[src/common/csr_consts.svh]
`ifndef CSR_CONSTS_SVH
`define CSR_CONSTS_SVH

// Data word and CSR address widths
`define CSR_XLEN   32
`define CSR_ADDR_W 12

// RV32 with A, I and M
// MXL=1 in bits 31:30, A is bit 0, I is bit 8, M is bit 12
`define CSR_MISA_VALUE 32'h4000_1101

// Synchronous causes
`define CSR_CAUSE_ECALL_U 32'd8
`define CSR_CAUSE_ECALL_M 32'd11

// Machine timer interrupt, interrupt flag plus code 7
`define CSR_CAUSE_M_TIMER 32'h8000_0007

// mstatus field positions
`define CSR_MSTATUS_MIE_BIT  3
`define CSR_MSTATUS_MPIE_BIT 7
`define CSR_MSTATUS_MPP_LSB  11

// Timer bit, same position in mie and mip
`define CSR_MIE_MTIE_BIT 7

// Operand value forced while a branch hazard squashes the command
// Gives address 0xfff, which decodes to nothing
`define CSR_SQUASH_DATA {`CSR_XLEN{1'b1}}

`endif

[src/common/csr_pkg.sv]
`default_nettype none

`include "csr_consts.svh"

package csr_pkg;

    // CSR pipeline commands, encoding shared with the core decoder
    typedef enum logic [2:0] {
        CSR_X     = 3'd0,
        CSR_W     = 3'd1,
        CSR_S     = 3'd2,
        CSR_C     = 3'd3,
        CSR_ECALL = 3'd4,
        CSR_MRET  = 3'd5
    } csr_cmd_e;

    // Only user and machine privilege exist here
    typedef enum logic [1:0] {
        MODE_USER    = 2'b00,
        MODE_MACHINE = 2'b11
    } priv_mode_e;

    typedef logic [`CSR_XLEN-1:0]   xlen_t;
    typedef logic [`CSR_ADDR_W-1:0] csr_addr_t;

    // Implemented CSR addresses
    typedef enum logic [`CSR_ADDR_W-1:0] {
        CSR_ADDR_MSTATUS   = 12'h300,
        CSR_ADDR_MISA      = 12'h301,
        CSR_ADDR_MIE       = 12'h304,
        CSR_ADDR_MTVEC     = 12'h305,
        CSR_ADDR_MSCRATCH  = 12'h340,
        CSR_ADDR_MEPC      = 12'h341,
        CSR_ADDR_MCAUSE    = 12'h342,
        CSR_ADDR_MIP       = 12'h344,
        CSR_ADDR_CYCLE     = 12'hc00,
        CSR_ADDR_CYCLEH    = 12'hc80,
        CSR_ADDR_MVENDORID = 12'hf11,
        CSR_ADDR_MARCHID   = 12'hf12,
        CSR_ADDR_MIMPID    = 12'hf13,
        CSR_ADDR_MHARTID   = 12'hf14
    } csr_addr_e;

    // mcause layout, interrupt flag on top of the exception code
    typedef struct packed {
        logic        irq;
        logic [30:0] code;
    } cause_t;

endpackage

`default_nettype wire

[src/common/csr_req_if.sv]
`timescale 1ns/1ns
`default_nettype none

interface csr_req_if;
    import csr_pkg::*;

    // Current command, after the hazard squash
    csr_cmd_e  cmd;
    csr_addr_t addr;
    logic      rd_ok;

    // Write half of the read-modify-write, one cycle behind
    csr_cmd_e  wr_cmd;
    csr_addr_t wr_addr;
    xlen_t     wr_data;
    logic      wr_ok;

    modport dec (output cmd, addr, rd_ok, wr_cmd, wr_addr, wr_data, wr_ok);

    modport regs (input addr, rd_ok, wr_cmd, wr_addr, wr_data, wr_ok);

    modport res (input cmd, rd_ok);

endinterface

`default_nettype wire

[src/common/trap_evt_if.sv]
`timescale 1ns/1ns
`default_nettype none

interface trap_evt_if;
    import csr_pkg::*;

    // Event from trap control, at most one per cycle
    logic       take_irq;
    logic       take_ecall;
    logic       do_mret;
    cause_t     cause;
    xlen_t      epc;
    priv_mode_e cur_mode;

    // State returned by the register file
    xlen_t      mtvec;
    xlen_t      mepc;
    logic       mstatus_mie;
    logic       mstatus_mpie;
    priv_mode_e mstatus_mpp;
    logic       mie_mtie;

    modport ctrl (
        output take_irq, take_ecall, do_mret, cause, epc, cur_mode,
        input  mtvec, mepc, mstatus_mie, mstatus_mpie, mstatus_mpp, mie_mtie
    );

    modport regs (
        input  take_irq, take_ecall, do_mret, cause, epc, cur_mode,
        output mtvec, mepc, mstatus_mie, mstatus_mpie, mstatus_mpp, mie_mtie
    );

endinterface

`default_nettype wire

[src/source/csr_decode.sv]
`timescale 1ns/1ns
`default_nettype none

`include "csr_consts.svh"

module csr_decode (
    input  logic                clk,
    input  logic                arst_n,
    input  logic                wb_branch_hazard,
    input  csr_pkg::csr_cmd_e   cmd,
    input  csr_pkg::xlen_t      op1_data,
    input  csr_pkg::xlen_t      imm_i,
    input  csr_pkg::priv_mode_e mode,
    csr_req_if.dec              req
);
    import csr_pkg::*;

    xlen_t op1_sq;
    xlen_t imm_sq;

    // Squash on a branch hazard
    // Command becomes a no-op with all-ones operands
    assign req.cmd = wb_branch_hazard ? CSR_X : cmd;
    assign op1_sq  = wb_branch_hazard ? `CSR_SQUASH_DATA : op1_data;
    assign imm_sq  = wb_branch_hazard ? `CSR_SQUASH_DATA : imm_i;

    // CSR number sits in the I-type immediate
    assign req.addr = imm_sq[`CSR_ADDR_W-1:0];

    // Bits 9:8 give the lowest privilege allowed
    assign req.rd_ok = (req.addr[9:8] <= mode);

    // Control state of the write half
    // Permission is taken with the mode of the issuing cycle
    always_ff @(posedge clk or negedge arst_n) begin
        if (!arst_n) begin
            req.wr_cmd <= CSR_X;
            req.wr_ok  <= 1'b0;
        end else begin
            req.wr_cmd <= req.cmd;
            // Bits 11:10 both set mark a read-only CSR
            req.wr_ok  <= req.rd_ok && (req.addr[11:10] != 2'b11);
        end
    end

    // Address and operand held for the next cycle
    always_ff @(posedge clk) begin
        req.wr_addr <= req.addr;
        req.wr_data <= op1_sq;
    end

    // Squashed command reaches the write half as a no-op without permission
    a_squash_is_nop: assert property (@(posedge clk) disable iff (!arst_n)
        wb_branch_hazard |=> (req.wr_cmd == CSR_X) && !req.wr_ok);

endmodule

`default_nettype wire

[src/csr_file/csr_regs.sv]
`timescale 1ns/1ns
`default_nettype none

`include "csr_consts.svh"

module csr_regs (
    input  logic           clk,
    input  logic           arst_n,
    input  logic [63:0]    reg_cycle,
    input  logic           timer_pending,
    csr_req_if.regs        req,
    trap_evt_if.regs       trap,
    output csr_pkg::xlen_t rd_value
);
    import csr_pkg::*;

    xlen_t mscratch;
    xlen_t mcause;
    xlen_t rd_prev;
    xlen_t wdata;
    xlen_t mstatus_rd;
    xlen_t mie_rd;
    xlen_t mip_rd;
    logic  wr_en;

    // Packed views of the bit-field registers
    always_comb begin
        mstatus_rd = '0;
        mstatus_rd[`CSR_MSTATUS_MIE_BIT]  = trap.mstatus_mie;
        mstatus_rd[`CSR_MSTATUS_MPIE_BIT] = trap.mstatus_mpie;
        mstatus_rd[`CSR_MSTATUS_MPP_LSB +: 2] = trap.mstatus_mpp;
        mie_rd = '0;
        mie_rd[`CSR_MIE_MTIE_BIT] = trap.mie_mtie;
        mip_rd = '0;
        mip_rd[`CSR_MIE_MTIE_BIT] = timer_pending;
    end

    // Read mux on the current address
    always_comb begin
        case (req.addr)
            CSR_ADDR_MSTATUS:   rd_value = mstatus_rd;
            CSR_ADDR_MISA:      rd_value = `CSR_MISA_VALUE;
            CSR_ADDR_MIE:       rd_value = mie_rd;
            CSR_ADDR_MTVEC:     rd_value = trap.mtvec;
            CSR_ADDR_MSCRATCH:  rd_value = mscratch;
            CSR_ADDR_MEPC:      rd_value = trap.mepc;
            CSR_ADDR_MCAUSE:    rd_value = mcause;
            CSR_ADDR_MIP:       rd_value = mip_rd;
            CSR_ADDR_CYCLE:     rd_value = reg_cycle[31:0];
            CSR_ADDR_CYCLEH:    rd_value = reg_cycle[63:32];
            // ID registers read as zero
            CSR_ADDR_MVENDORID: rd_value = '0;
            CSR_ADDR_MARCHID:   rd_value = '0;
            CSR_ADDR_MIMPID:    rd_value = '0;
            CSR_ADDR_MHARTID:   rd_value = '0;
            default:            rd_value = '0;
        endcase
    end

    // Copy of the read data as the result stage sees it
    always_ff @(posedge clk) begin
        rd_prev <= req.rd_ok ? rd_value : '0;
    end

    // Second half of the read-modify-write
    always_comb begin
        case (req.wr_cmd)
            CSR_W:   wdata = req.wr_data;
            CSR_S:   wdata = rd_prev | req.wr_data;
            CSR_C:   wdata = rd_prev & ~req.wr_data;
            default: wdata = rd_prev;
        endcase
    end

    assign wr_en = req.wr_ok &&
                   (req.wr_cmd == CSR_W || req.wr_cmd == CSR_S || req.wr_cmd == CSR_C);

    always_ff @(posedge clk or negedge arst_n) begin
        if (!arst_n) begin
            trap.mstatus_mie  <= 1'b0;
            trap.mstatus_mpie <= 1'b0;
            trap.mstatus_mpp  <= MODE_MACHINE;
            trap.mie_mtie     <= 1'b0;
            trap.mtvec        <= '0;
            trap.mepc         <= '0;
            mscratch          <= '0;
            mcause            <= '0;
        end else begin
            if (wr_en) begin
                case (req.wr_addr)
                    CSR_ADDR_MSTATUS: begin
                        trap.mstatus_mie  <= wdata[`CSR_MSTATUS_MIE_BIT];
                        trap.mstatus_mpie <= wdata[`CSR_MSTATUS_MPIE_BIT];
                        // MPP is WARL, anything but machine falls back to user
                        trap.mstatus_mpp  <= (wdata[`CSR_MSTATUS_MPP_LSB +: 2] == 2'b11) ?
                                             MODE_MACHINE : MODE_USER;
                    end
                    CSR_ADDR_MIE:      trap.mie_mtie <= wdata[`CSR_MIE_MTIE_BIT];
                    CSR_ADDR_MTVEC:    trap.mtvec    <= wdata;
                    CSR_ADDR_MSCRATCH: mscratch      <= wdata;
                    // Instructions are word aligned
                    CSR_ADDR_MEPC:     trap.mepc     <= {wdata[`CSR_XLEN-1:2], 2'b00};
                    CSR_ADDR_MCAUSE:   mcause        <= wdata;
                    // misa, mip, counters and IDs stay as they are
                    default: begin
                    end
                endcase
            end

            // Trap updates come last and win over the write
            if (trap.take_irq) begin
                mcause            <= trap.cause;
                trap.mepc         <= trap.epc;
                trap.mstatus_mpp  <= trap.cur_mode;
                trap.mstatus_mpie <= trap.mstatus_mie;
                trap.mstatus_mie  <= 1'b0;
            end else if (trap.take_ecall) begin
                mcause <= trap.cause;
            end else if (trap.do_mret) begin
                trap.mstatus_mpp <= MODE_USER;
                trap.mstatus_mie <= trap.mstatus_mpie;
            end
        end
    end

    // Trap control issues one event at a time
    a_one_event: assert property (@(posedge clk) disable iff (!arst_n)
        $onehot0({trap.take_irq, trap.take_ecall, trap.do_mret}));

endmodule

`default_nettype wire

[src/csr_file/trap_ctrl.sv]
`timescale 1ns/1ns
`default_nettype none

`include "csr_consts.svh"

module trap_ctrl (
    input  logic                clk,
    input  logic                arst_n,
    input  csr_pkg::csr_cmd_e   cmd,
    input  logic [63:0]         mtime,
    input  logic [63:0]         mtimecmp,
    input  logic                interrupt_ready,
    input  csr_pkg::xlen_t      fetch_pc,
    trap_evt_if.ctrl            trap,
    output csr_pkg::priv_mode_e mode,
    output logic                timer_pending,
    output csr_pkg::xlen_t      trap_vector_next,
    output logic                trap_taken
);
    import csr_pkg::*;

    logic  timer_hit;
    xlen_t mtvec_base;
    xlen_t vec_offset;

    // Interrupt wins over the command in the same cycle
    assign trap.take_irq   = timer_pending && interrupt_ready;
    assign trap.take_ecall = !trap.take_irq && (cmd == CSR_ECALL);
    assign trap.do_mret    = !trap.take_irq && (cmd == CSR_MRET);
    assign trap_taken      = trap.take_irq;

    always_comb begin
        if (trap.take_irq) begin
            trap.cause = `CSR_CAUSE_M_TIMER;
        end else if (mode == MODE_USER) begin
            trap.cause = `CSR_CAUSE_ECALL_U;
        end else begin
            trap.cause = `CSR_CAUSE_ECALL_M;
        end
    end

    assign trap.epc      = fetch_pc;
    assign trap.cur_mode = mode;

    // mtvec mode 0 is direct, otherwise vectored
    // Synchronous causes still land on the base
    assign mtvec_base = {trap.mtvec[`CSR_XLEN-1:2], 2'b00};
    assign vec_offset = trap.cause.irq ? {trap.cause.code[29:0], 2'b00} : '0;

    always_comb begin
        if (trap.do_mret) begin
            trap_vector_next = trap.mepc;
        end else if (trap.mtvec[1:0] == 2'b00) begin
            trap_vector_next = trap.mtvec;
        end else begin
            trap_vector_next = mtvec_base + vec_offset;
        end
    end

    // Timer compare gated by the global and timer enables
    assign timer_hit = trap.mstatus_mie && trap.mie_mtie && (mtime >= mtimecmp);

    always_ff @(posedge clk or negedge arst_n) begin
        if (!arst_n) begin
            mode          <= MODE_MACHINE;
            timer_pending <= 1'b0;
        end else begin
            // MIE drops on the trap edge, so MTIP drops with it
            timer_pending <= trap.take_irq ? 1'b0 : timer_hit;
            if (trap.take_irq || trap.take_ecall) begin
                mode <= MODE_MACHINE;
            end else if (trap.do_mret) begin
                mode <= trap.mstatus_mpp;
            end
        end
    end

    // MRET takes MPP, which the register file keeps legal
    a_mode_legal: assert property (@(posedge clk) disable iff (!arst_n)
        mode == MODE_USER || mode == MODE_MACHINE);

    // Interrupt entry stacks MIE into MPIE
    a_irq_stack: assert property (@(posedge clk) disable iff (!arst_n)
        trap.take_irq |=> !trap.mstatus_mie && (trap.mstatus_mpie == $past(trap.mstatus_mie)));

endmodule

`default_nettype wire

[src/source/csr_result.sv]
`timescale 1ns/1ns
`default_nettype none

module csr_result (
    input  logic              clk,
    input  logic              arst_n,
    csr_req_if.res            req,
    input  csr_pkg::xlen_t    rd_value,
    input  logic              trap_taken,
    input  csr_pkg::xlen_t    trap_vector_next,
    output csr_pkg::csr_cmd_e cmd_out,
    output csr_pkg::xlen_t    rdata,
    output csr_pkg::xlen_t    trap_vector
);
    import csr_pkg::*;

    logic redirect;

    // Any event that sends the fetch to a new PC
    assign redirect = trap_taken || (req.cmd == CSR_ECALL) || (req.cmd == CSR_MRET);

    always_ff @(posedge clk or negedge arst_n) begin
        if (!arst_n) begin
            cmd_out     <= CSR_X;
            rdata       <= '0;
            trap_vector <= '0;
        end else begin
            // Interrupt shows up downstream as an ECALL
            cmd_out <= trap_taken ? CSR_ECALL : req.cmd;
            // Zero without permission
            rdata   <= req.rd_ok ? rd_value : '0;
            if (redirect) begin
                trap_vector <= trap_vector_next;
            end
        end
    end

endmodule

`default_nettype wire

[src/source/csr_stage.sv]
`timescale 1ns/1ns
`default_nettype none

module csr_stage (
    input  logic              clk,
    input  logic              arst_n,
    input  logic [63:0]       reg_cycle,
    input  logic [63:0]       mtime,
    input  logic [63:0]       mtimecmp,
    input  logic              wb_branch_hazard,
    input  csr_pkg::csr_cmd_e cmd,
    input  csr_pkg::xlen_t    op1_data,
    input  csr_pkg::xlen_t    imm_i,
    input  logic              interrupt_ready,
    input  csr_pkg::xlen_t    fetch_pc,
    output csr_pkg::csr_cmd_e csr_cmd_out,
    output csr_pkg::xlen_t    csr_rdata,
    output csr_pkg::xlen_t    trap_vector,
    output logic              stall_may_interrupt
);
    import csr_pkg::*;

    priv_mode_e mode;
    xlen_t      rd_value;
    xlen_t      trap_vector_next;
    logic       trap_taken;

    csr_req_if  req_if ();
    trap_evt_if trap_if ();

    csr_decode decode_i (
        .clk              (clk),
        .arst_n           (arst_n),
        .wb_branch_hazard (wb_branch_hazard),
        .cmd              (cmd),
        .op1_data         (op1_data),
        .imm_i            (imm_i),
        .mode             (mode),
        .req              (req_if.dec)
    );

    // MTIP doubles as the stall request
    csr_regs regs_i (
        .clk           (clk),
        .arst_n        (arst_n),
        .reg_cycle     (reg_cycle),
        .timer_pending (stall_may_interrupt),
        .req           (req_if.regs),
        .trap          (trap_if.regs),
        .rd_value      (rd_value)
    );

    trap_ctrl trap_ctrl_i (
        .clk              (clk),
        .arst_n           (arst_n),
        .cmd              (req_if.cmd),
        .mtime            (mtime),
        .mtimecmp         (mtimecmp),
        .interrupt_ready  (interrupt_ready),
        .fetch_pc         (fetch_pc),
        .trap             (trap_if.ctrl),
        .mode             (mode),
        .timer_pending    (stall_may_interrupt),
        .trap_vector_next (trap_vector_next),
        .trap_taken       (trap_taken)
    );

    csr_result result_i (
        .clk              (clk),
        .arst_n           (arst_n),
        .req              (req_if.res),
        .rd_value         (rd_value),
        .trap_taken       (trap_taken),
        .trap_vector_next (trap_vector_next),
        .cmd_out          (csr_cmd_out),
        .rdata            (csr_rdata),
        .trap_vector      (trap_vector)
    );

endmodule

`default_nettype wire

[config.mk]
export PLATFORM = sky130hd
export DESIGN_NAME = csr_stage
export DESIGN_NICKNAME = d
export VERILOG_FILES = /design/src/common/csr_pkg.sv /design/src/common/csr_req_if.sv /design/src/common/trap_evt_if.sv /design/src/source/csr_decode.sv /design/src/csr_file/csr_regs.sv /design/src/csr_file/trap_ctrl.sv /design/src/source/csr_result.sv /design/src/source/csr_stage.sv
export VERILOG_INCLUDE_DIRS = /design/src /design/src/common
export SDC_FILE = /design/constraint.sdc
export NUM_CORES = 1
export LEC_CHECK = 0
export BUFFER_PORTS_ARGS = -buffer_cell sky130_fd_sc_hd__buf_2
export CAP_MARGIN = 10
export CELL_PAD_IN_SITES_DETAIL_PLACEMENT = 1
export CELL_PAD_IN_SITES_GLOBAL_PLACEMENT = 1
export CORE_MARGIN = 1.5
export CORE_UTILIZATION = 37
export CTS_CLUSTER_DIAMETER = 80
export DETAILED_ROUTE_END_ITERATION = 8
export PLACE_DENSITY = 0.86
export SYNTH_ARGS = -nofsm -noshare
export SYNTH_HDL_FRONTEND = slang
export SYNTH_SLANG_ARGS = --single-unit
[constraint.sdc]
create_clock -name clk -period 2.8 [get_ports clk]
set_input_delay 0.56 -clock clk [delete_from_list [all_inputs] [get_ports clk]]
set_output_delay 0.56 -clock clk [all_outputs]
set_load 0.05 [all_outputs]
==> summary.md, run 1 <==
| Metric | Value |
|---|---|
| Status | finished, violations left |
| Failing checks | negative hold slack |
| Final WS setup | 0.1126 ns |
| Vias | 13690 |
| Initial core utilization | 37.55% |
| Setup Buffers After CTS | 0 |
| Post-synth ARST share | 73.14% |
| Worst hold slack | -0.01332 ns |
| YS warnings | 0 |
| Cells after synthesis | 1453 |
| Cell Rows | 71 |
| Synth area leader | dfrtp_1 |
| Layout cells sized above 1 | 32.04% |
| Clk sinks | 283 |
| Largest net degree at the start of global routing | 72 |
| Placeable Area | 37670 um^2 |
| # fillers | 4401 |
| Initial antenna violation count | 7 |
| HPWL after DPL | 39.34 mm |
| Final core utilization | 47.46% |
| Clock skew after layout | 0.03653 ns |
| Area grow syn2layout | 26.37% |
| Final WL | 56.86 mm |
| Unrepaired setup endpoints after global routing | false |
| Area after DPL | 16730 um^2 |
| Worst Setup Path Type | reg -> reg |
| # IOs | 363 |
| CP startpoint kind | flop |
| Overall Power | 0.01011 W |
| Most common cell in the synthesized netlist | dfrtp_1 |
| Worst-path clk slew | 0.06 ns |
| Vias per cell | 5.843 |
| 1st-iter DRT viols | 1502 |
| Post-synth top area share | 35.91% |
| CP Max Fanout | 4 |
| Endpoints failing setup | 0 |
| Final period util | 95.98% |
| Distinct cells, synth | 60 |
| Synth Net Count | 1818 |
| Post-synth EDFFs | 0 |
| Worst Hold Class | in -> async |
| PortBufs | 342 |
| Die footprint | 39410 um^2 |
| Multi-input gate area | 6754 um^2 |
| Area contributors post-synth | dfrtp_1 36%, dfxtp_1 11%, ha_1 6.1% |
| Post-synthesis cell area | 14140 um^2 |
| Final Instance Area | 17870 um^2 |
| CTS root buffer | clkbuf_16 |
| Peak Freq | 372.1 MHz |
| LEAKAGE | 8.492 nW |
| Sequential fraction of the synthesis area | 47.41% |
| Vias in the first global route | 15140 |
| CTS Buf Count | 30 |
| Tmin final | 2.687 ns |
| Hold Buf Count CTS | 0 |
| Synth top cells by count | 203 x dfrtp_1, 128 x nand2_1, 125 x a21oi_1 |
| Mean post-synth cell area | 9.735 um^2 |
| Hold Fails Final Rpt | 5 |
| DRT Pass-1 Iters | 8 |
| Predominant post-synthesis flop cell | dfrtp_1 |
| Remaining DRCs | 0 |
| Latest clock arrival within the worst-skew pair | 0.59 ns |
| Post_cts resized | 0 |
| Clock Tree Buf Depth | 3 |
| # nets final | 2170 |
| DRT antenna net count | 0 |
| Max-slew violations | 0 |
| Gr usage total | 28.75% |
| Wire per inst | 24.27 um |
| CP endpoint kind | flop |
| CTS tree | yes |
| Pwr Density | 565.6 nW/um^2 |
| GRT Residual Overflow | 0 |
| Worst Max-Slew Pin Slew | 0.8475 ns |
| Peak VDD IR | 462.9 uV |
| Seq. cell area | 6708 um^2 |
| Global placement routability congestion | 0.8955 |
| Place WS | -0.1679 ns |
| Worst EP required | 3.30 ns |
| Die Y | 198.5 um |
| Die width | 198.5 um |
| Worst EP arrival | 3.19 ns |
| First-pass GRT wire length | 86.55 mm |
| H-tree depth | 1 |
| Synth Register Bits | 283 |
| MaxCap Viol Count | 0 |
| Max-Slew Margin vs Limit | 42.91% |
==> cell usage in the layout (no fill, tap or decap), types with 11 or more instances in the layout <==
cell	n
a22oi_1	55
mux2i_1	40
or2_2	43
nand2_1	128
buf_4	55
buf_2	341
nor3_1	25
nor2_1	101
ha_1	69
inv_1	98
mux2_2	67
xnor2_1	21
nand3_1	20
nand4_1	14
dfxtp_1	76
a222oi_1	52
a31oi_1	11
o22ai_1	14
o21ai_0	96
clkbuf_16	30
a21oi_1	125
dfrtp_1	202
==> worst max-delay path, cell delays in order (launching register included) <==
cell and delay [ns]:
dfrtp_2 0.43, nand2_1 0.22, inv_2 0.10, ha_1 0.22, fa_1 0.42, a21oi_1 0.32, buf_4 0.18, nor3_1 0.06
and3_1 0.24, xnor2_1 0.19, nor2_1 0.07, o21ai_0 0.16
==> registers in the layout, summed over array words and instances (netlist names) <==
| name | cells |
|---|---|
| result_i.cmd_out | 3 |
| regs_i.rd_prev | 32 |
| regs_i.trap.mstatus_mie | 1 |
| regs_i.trap.mepc | 32 |
| result_i.trap_vector | 32 |
| decode_i.req.wr_cmd | 3 |
| regs_i.mscratch | 32 |
| regs_i.trap.mtvec | 32 |
| regs_i.trap.mstatus_mpp | 2 |
| regs_i.trap.mie_mtie | 1 |
| decode_i.req.wr_data | 32 |
| trap_ctrl_i.mode | 2 |
| decode_i.req.wr_ok | 1 |
| regs_i.mcause | 32 |
| decode_i.req.wr_addr | 12 |
| regs_i.trap.mstatus_mpie | 1 |
| trap_ctrl_i.timer_pending | 1 |
| result_i.rdata | 32 |
==> final cells by class <==
class	instances	share of cell area (%)
Clock inverter	13	1.519
Multi-Input combinational cell	987	37.79
Sequential cell	283	37.53
Antenna cell	3	0.04200
Clock buffer	43	4.753
Inverter	99	2.079
Timing Repair Buffer	404	12.72
Tap cell	511	3.577
==> cell families (layout without fill, tap and decap cells) <==
family,after synthesis,count (layout),synth area share [%]
other cells,0,3,0
buf+inv,183,559,5.184
fa+ha+maj,70,70,6.245
compound gates,385,385,17.35
xor+xnor,26,26,1.610
simple gates,387,387,13.03
flops,283,283,47.41
mux,119,119,9.173
==> stage by stage <==
| stage | instances | TNS [ns] |
|---|---|---|
| floorplan | 1453 | 0 |
| finish | 2343 | 0 |
| global route | 2341 | 0 |
| CTS | 2340 | 0 |
| global placement | 2284 | -0.02164 |
| detailed placement | 2284 | -0.4322 |
==> layer usage <==
metal / track usage (%) / share of wire, % / vias to the layer above
li1: - / - / 5924
met1: 32.47 / 36 / 6775
met2: 50.92 / 50 / 789
met3: 5.137 / 8.1 / 196
met4: 16.64 / 5.6 / 6
met5: 0 / 0.079 / -
==> power breakdown <==
group | switching, W | internal, W | leakage [nW]
Sequential | 0.000112 | 0.00420 | 3.32
Combinational | 0.000782 | 0.000482 | 4.63
Clock | 0.00176 | 0.00277 | 0.542
Total | 0.00266 | 0.00745 | 8.49
==> worst paths after layout <==
path,from,endpoint,slack [ns],cells past startpoint
min,arst_n,result_i.rdata[16]$_DFF_PN0_,-0.01,1
max,trap_ctrl_i.timer_pending$_DFF_PN0_,result_i.trap_vector[10]$_DFFE_PN0P_,0.11,11
min in group clk,op1_data[21],decode_i.req.wr_data[21]$_SDFF_PP1_,0.15,2
max reg2reg,trap_ctrl_i.timer_pending$_DFF_PN0_,result_i.trap_vector[10]$_DFFE_PN0P_,0.11,11
max in group asynchronous,arst_n,regs_i.mscratch[3]$_DFFE_PN0P_,2.03,2
min reg2reg,regs_i.mscratch[21]$_DFFE_PN0P_,regs_i.mscratch[21]$_DFFE_PN0P_,0.49,2
No activity file was read; power rests on OpenSTA's default activity.
==> run 2: changes to the inputs <==
Settings changed: CAP_MARGIN 10 to unset, GPL_TIMING_DRIVEN set to 0, RECOVER_POWER set to 50.
==> run 2 against run 1 <==
Effect of this change: the flow finishes with violations (max-capacitance violations, max-slew violations, negative setup slack); die area unchanged; wire length increased by 3.8%; fmax down 5.7%; worst setup slack got worse by 0.16 ns; count of clock-buffer cells in the layout up 2; cell area is 0.69% lower; final cell count increased by 1.0%; critical path type unchanged; critical endpoint is now result_i.trap_vector[21]$_DFFE_PN0P_; highest routed layer unchanged.
==> summary.md, run 2 (synthesis results as in run 1) <==
| Metric | Value |
|---|---|
| Commonest non-fill, non-tap cell in the layout | buf_2 |
| LEAKAGE | 8.329 nW |
| Endpoints failing setup | 1 |
| Worst hold slack | 0.1781 ns |
| Die footprint | 39410 um^2 |
| Area grow syn2layout | 25.49% |
| Remaining DRCs | 0 |
| Latest clock arrival within the worst-skew pair | 0.56 ns |
| Peak Freq | 350.9 MHz |
| Failing checks | max-capacitance violations, max-slew violations, negative setup slack |
| CP max stage delay | 0.60 ns |
| Clock Tree Buf Depth | 3 |
| Max-slew violations | 104 |
| Int Pwr | 0.007225 W |
| R2R Path End | result_i.trap_vector[21]$_DFFE_PN0P_ |
| Most used routing layer | met2 |
| # nets final | 2192 |
| # IOs | 363 |
| M1 GR Usage | 34.65% |
| CP Max Fanout | 12 |
| GRT Residual Overflow | 0 |
| Vias in the first global route | 14760 |
| Sw Ratio | 26.48% |
| First-pass GRT wire length | 86.89 mm |
| Die Y | 198.5 um |
| Largest net degree at the start of global routing | 105 |
| P_sw | 0.002602 W |
| Reg2Reg Depth | 11 |
| Worst EP required | 3.27 ns |
| Hold Fails Final Rpt | 0 |
| Final Instance Count excl. Fillers | 2367 |
| Initial core utilization | 37.55% |
| Most frequent cells in the layout | 333 x buf_2, 202 x dfrtp_1, 127 x nand2_1 |
| DRT Pass-1 Iters | 9 |
| Worst Hold Class | in -> reg |
| CTS Buf Count | 30 |
| # fillers | 4444 |
| Layout cells sized above 1 | 29.50% |
| CP startpoint kind | flop |
| Clk sinks | 283 |
| Sequential Power Share | 43.9% |
| Pwr Density | 553.6 nW/um^2 |
| Final WS setup | -0.05010 ns |
| Global placement routability congestion | 0.9033 |
| CTS root buffer | clkbuf_16 |
| Clock Power Share | 43.3% |
| Worst EP arrival | 3.32 ns |
| Crit. Startpoint | trap_ctrl_i.timer_pending$_DFF_PN0_ |
| Worst Max-Slew Pin Slew | 2.512 ns |
| Worst Setup Path Type | reg -> reg |
| PortBufs | 338 |
| Slowest-stage cell, CP | or3_2 |
| Die width | 198.5 um |
| Clock skew after layout | 0.01324 ns |
| Final WL | 59.00 mm |
| Initial antenna violation count | 7 |
| CTS tree | yes |
| Area after DPL | 16520 um^2 |
| Reg2Reg Setup Slack | -0.05 ns |
| Gr usage total | 29.44% |
| Hold Buf Count CTS | 0 |
| Final period util | 101.8% |
| Vias | 13890 |
| Cell Rows | 71 |
| Vias per cell | 5.868 |
| Post-route setup TNS | -0.05010 ns |
| H-tree depth | 1 |
| Inst Count DP | 2303 |
| Last element of the critical path | result_i.trap_vector[21]$_DFFE_PN0P_ |
| Wire per inst | 24.92 um |
| Tmin final | 2.850 ns |
| Crit-path cells | nand2_2 > inv_2 > clkbuf_16 > clkbuf_16 > ha_1 > a21o_1 > a21oi_2 > or3_2 > nor3_1 > nor3_1 > o21ai_0 |
| R2R Path Start | trap_ctrl_i.timer_pending$_DFF_PN0_ |
| M3 GR Usage | 6.680% |
| M2 GR Usage | 50.62% |
| CP endpoint kind | flop |
| DRT antenna net count | 0 |
| Final Instance Area | 17750 um^2 |
| Worst-path clk slew | 0.06 ns |
| Peak VDD IR | 383.2 uV |
| Placeable Area | 37670 um^2 |
| Max-Slew Margin vs Limit | -67.49% |
| HPWL after DPL | 43.91 mm |
| Status | finished, violations left |
| 1st-iter DRT viols | 1646 |
| Final core utilization | 47.13% |
| MaxCap Viol Count | 1 |
| Combinational Power Share | 12.7% |
[run 2: per-stage QoR]
| step | setup slack, ns | total power (W) |
|---|---|---|
| 4_1_cts | 0.004272 | 0.009840 |
| 3_5_place_dp | -1.076 | 0.005622 |
| 3_3_place_gp | -2.930 | 0.005551 |
| 5_1_grt | -0.1364 | 0.01012 |
| 6_report | -0.05010 | 0.009827 |
| 2_1_floorplan | 0.03852 | 0.005016 |
[run 2: repair_timing]
item,CTS,global route
pin swaps,1,4
gates cloned,0,1
setup buffers,2,1
endpoints found under the setup margin,91,66
resized for setup,31,23
[run 2: area by class of cell]
type	instances	area, um^2	share of cell area, %
flip-flops and latches	283	6708	37.79
diodes	5	12.51	0.07049
clock buffers	45	928.4	5.230
well taps	511	639.4	3.602
multi-input cells	988	6803	38.32
inverters	99	371.6	2.093
repair buffers	342	1715	9.664
clock inverters	11	138.9	0.7824
plain buffers	83	434.2	2.446
[run 2: power by group through the flow]
stage | logic [W] | registers [W] | clock network, W
4_1_cts | 0.00125 | 0.00431 | 0.00428
6_report | 0.00125 | 0.00432 | 0.00426
2_1_floorplan | 0.000494 | 0.00452 | 0
3_3_place_gp | 0.00117 | 0.00438 | 0
3_5_place_dp | 0.00123 | 0.00439 | 0
5_1_grt | 0.00136 | 0.00432 | 0.00444
[run 2: worst min-delay path by stage]
stage	startpoint	cells past startpoint	end
after floorplan	arst_n	0	decode_i.req.wr_cmd[0]$_DFF_PN0_
after global placement	regs_i.mscratch[9]$_DFFE_PN0P_	2	regs_i.mscratch[9]$_DFFE_PN0P_
after detailed placement	result_i.trap_vector[5]$_DFFE_PN0P_	2	result_i.trap_vector[5]$_DFFE_PN0P_
after CTS	arst_n	1	result_i.trap_vector[17]$_DFFE_PN0P_
after global routing	op1_data[24]	2	decode_i.req.wr_data[24]$_SDFF_PP1_
final	op1_data[24]	2	decode_i.req.wr_data[24]$_SDFF_PP1_
[run 2: worst max-delay path, delay by kind of cell, from the launching register on]
family / cells / cell delay [ns]
flip-flops: 1 / 0.42
buffers and inverters: 3 / 0.41
AO/OA/AOI/OAI: 3 / 0.50
adder cells (fa/ha/maj): 1 / 0.29
AND/OR/NAND/NOR: 4 / 1.13
[run 2: layer usage]
| layer | vias up | routed length, um |
|---|---|---|
| met5 | - | 27 |
| met4 | 4 | 2988 |
| met3 | 191 | 5683 |
| met2 | 891 | 28610 |
| met1 | 6845 | 21690 |
| li1 | 5958 | - |
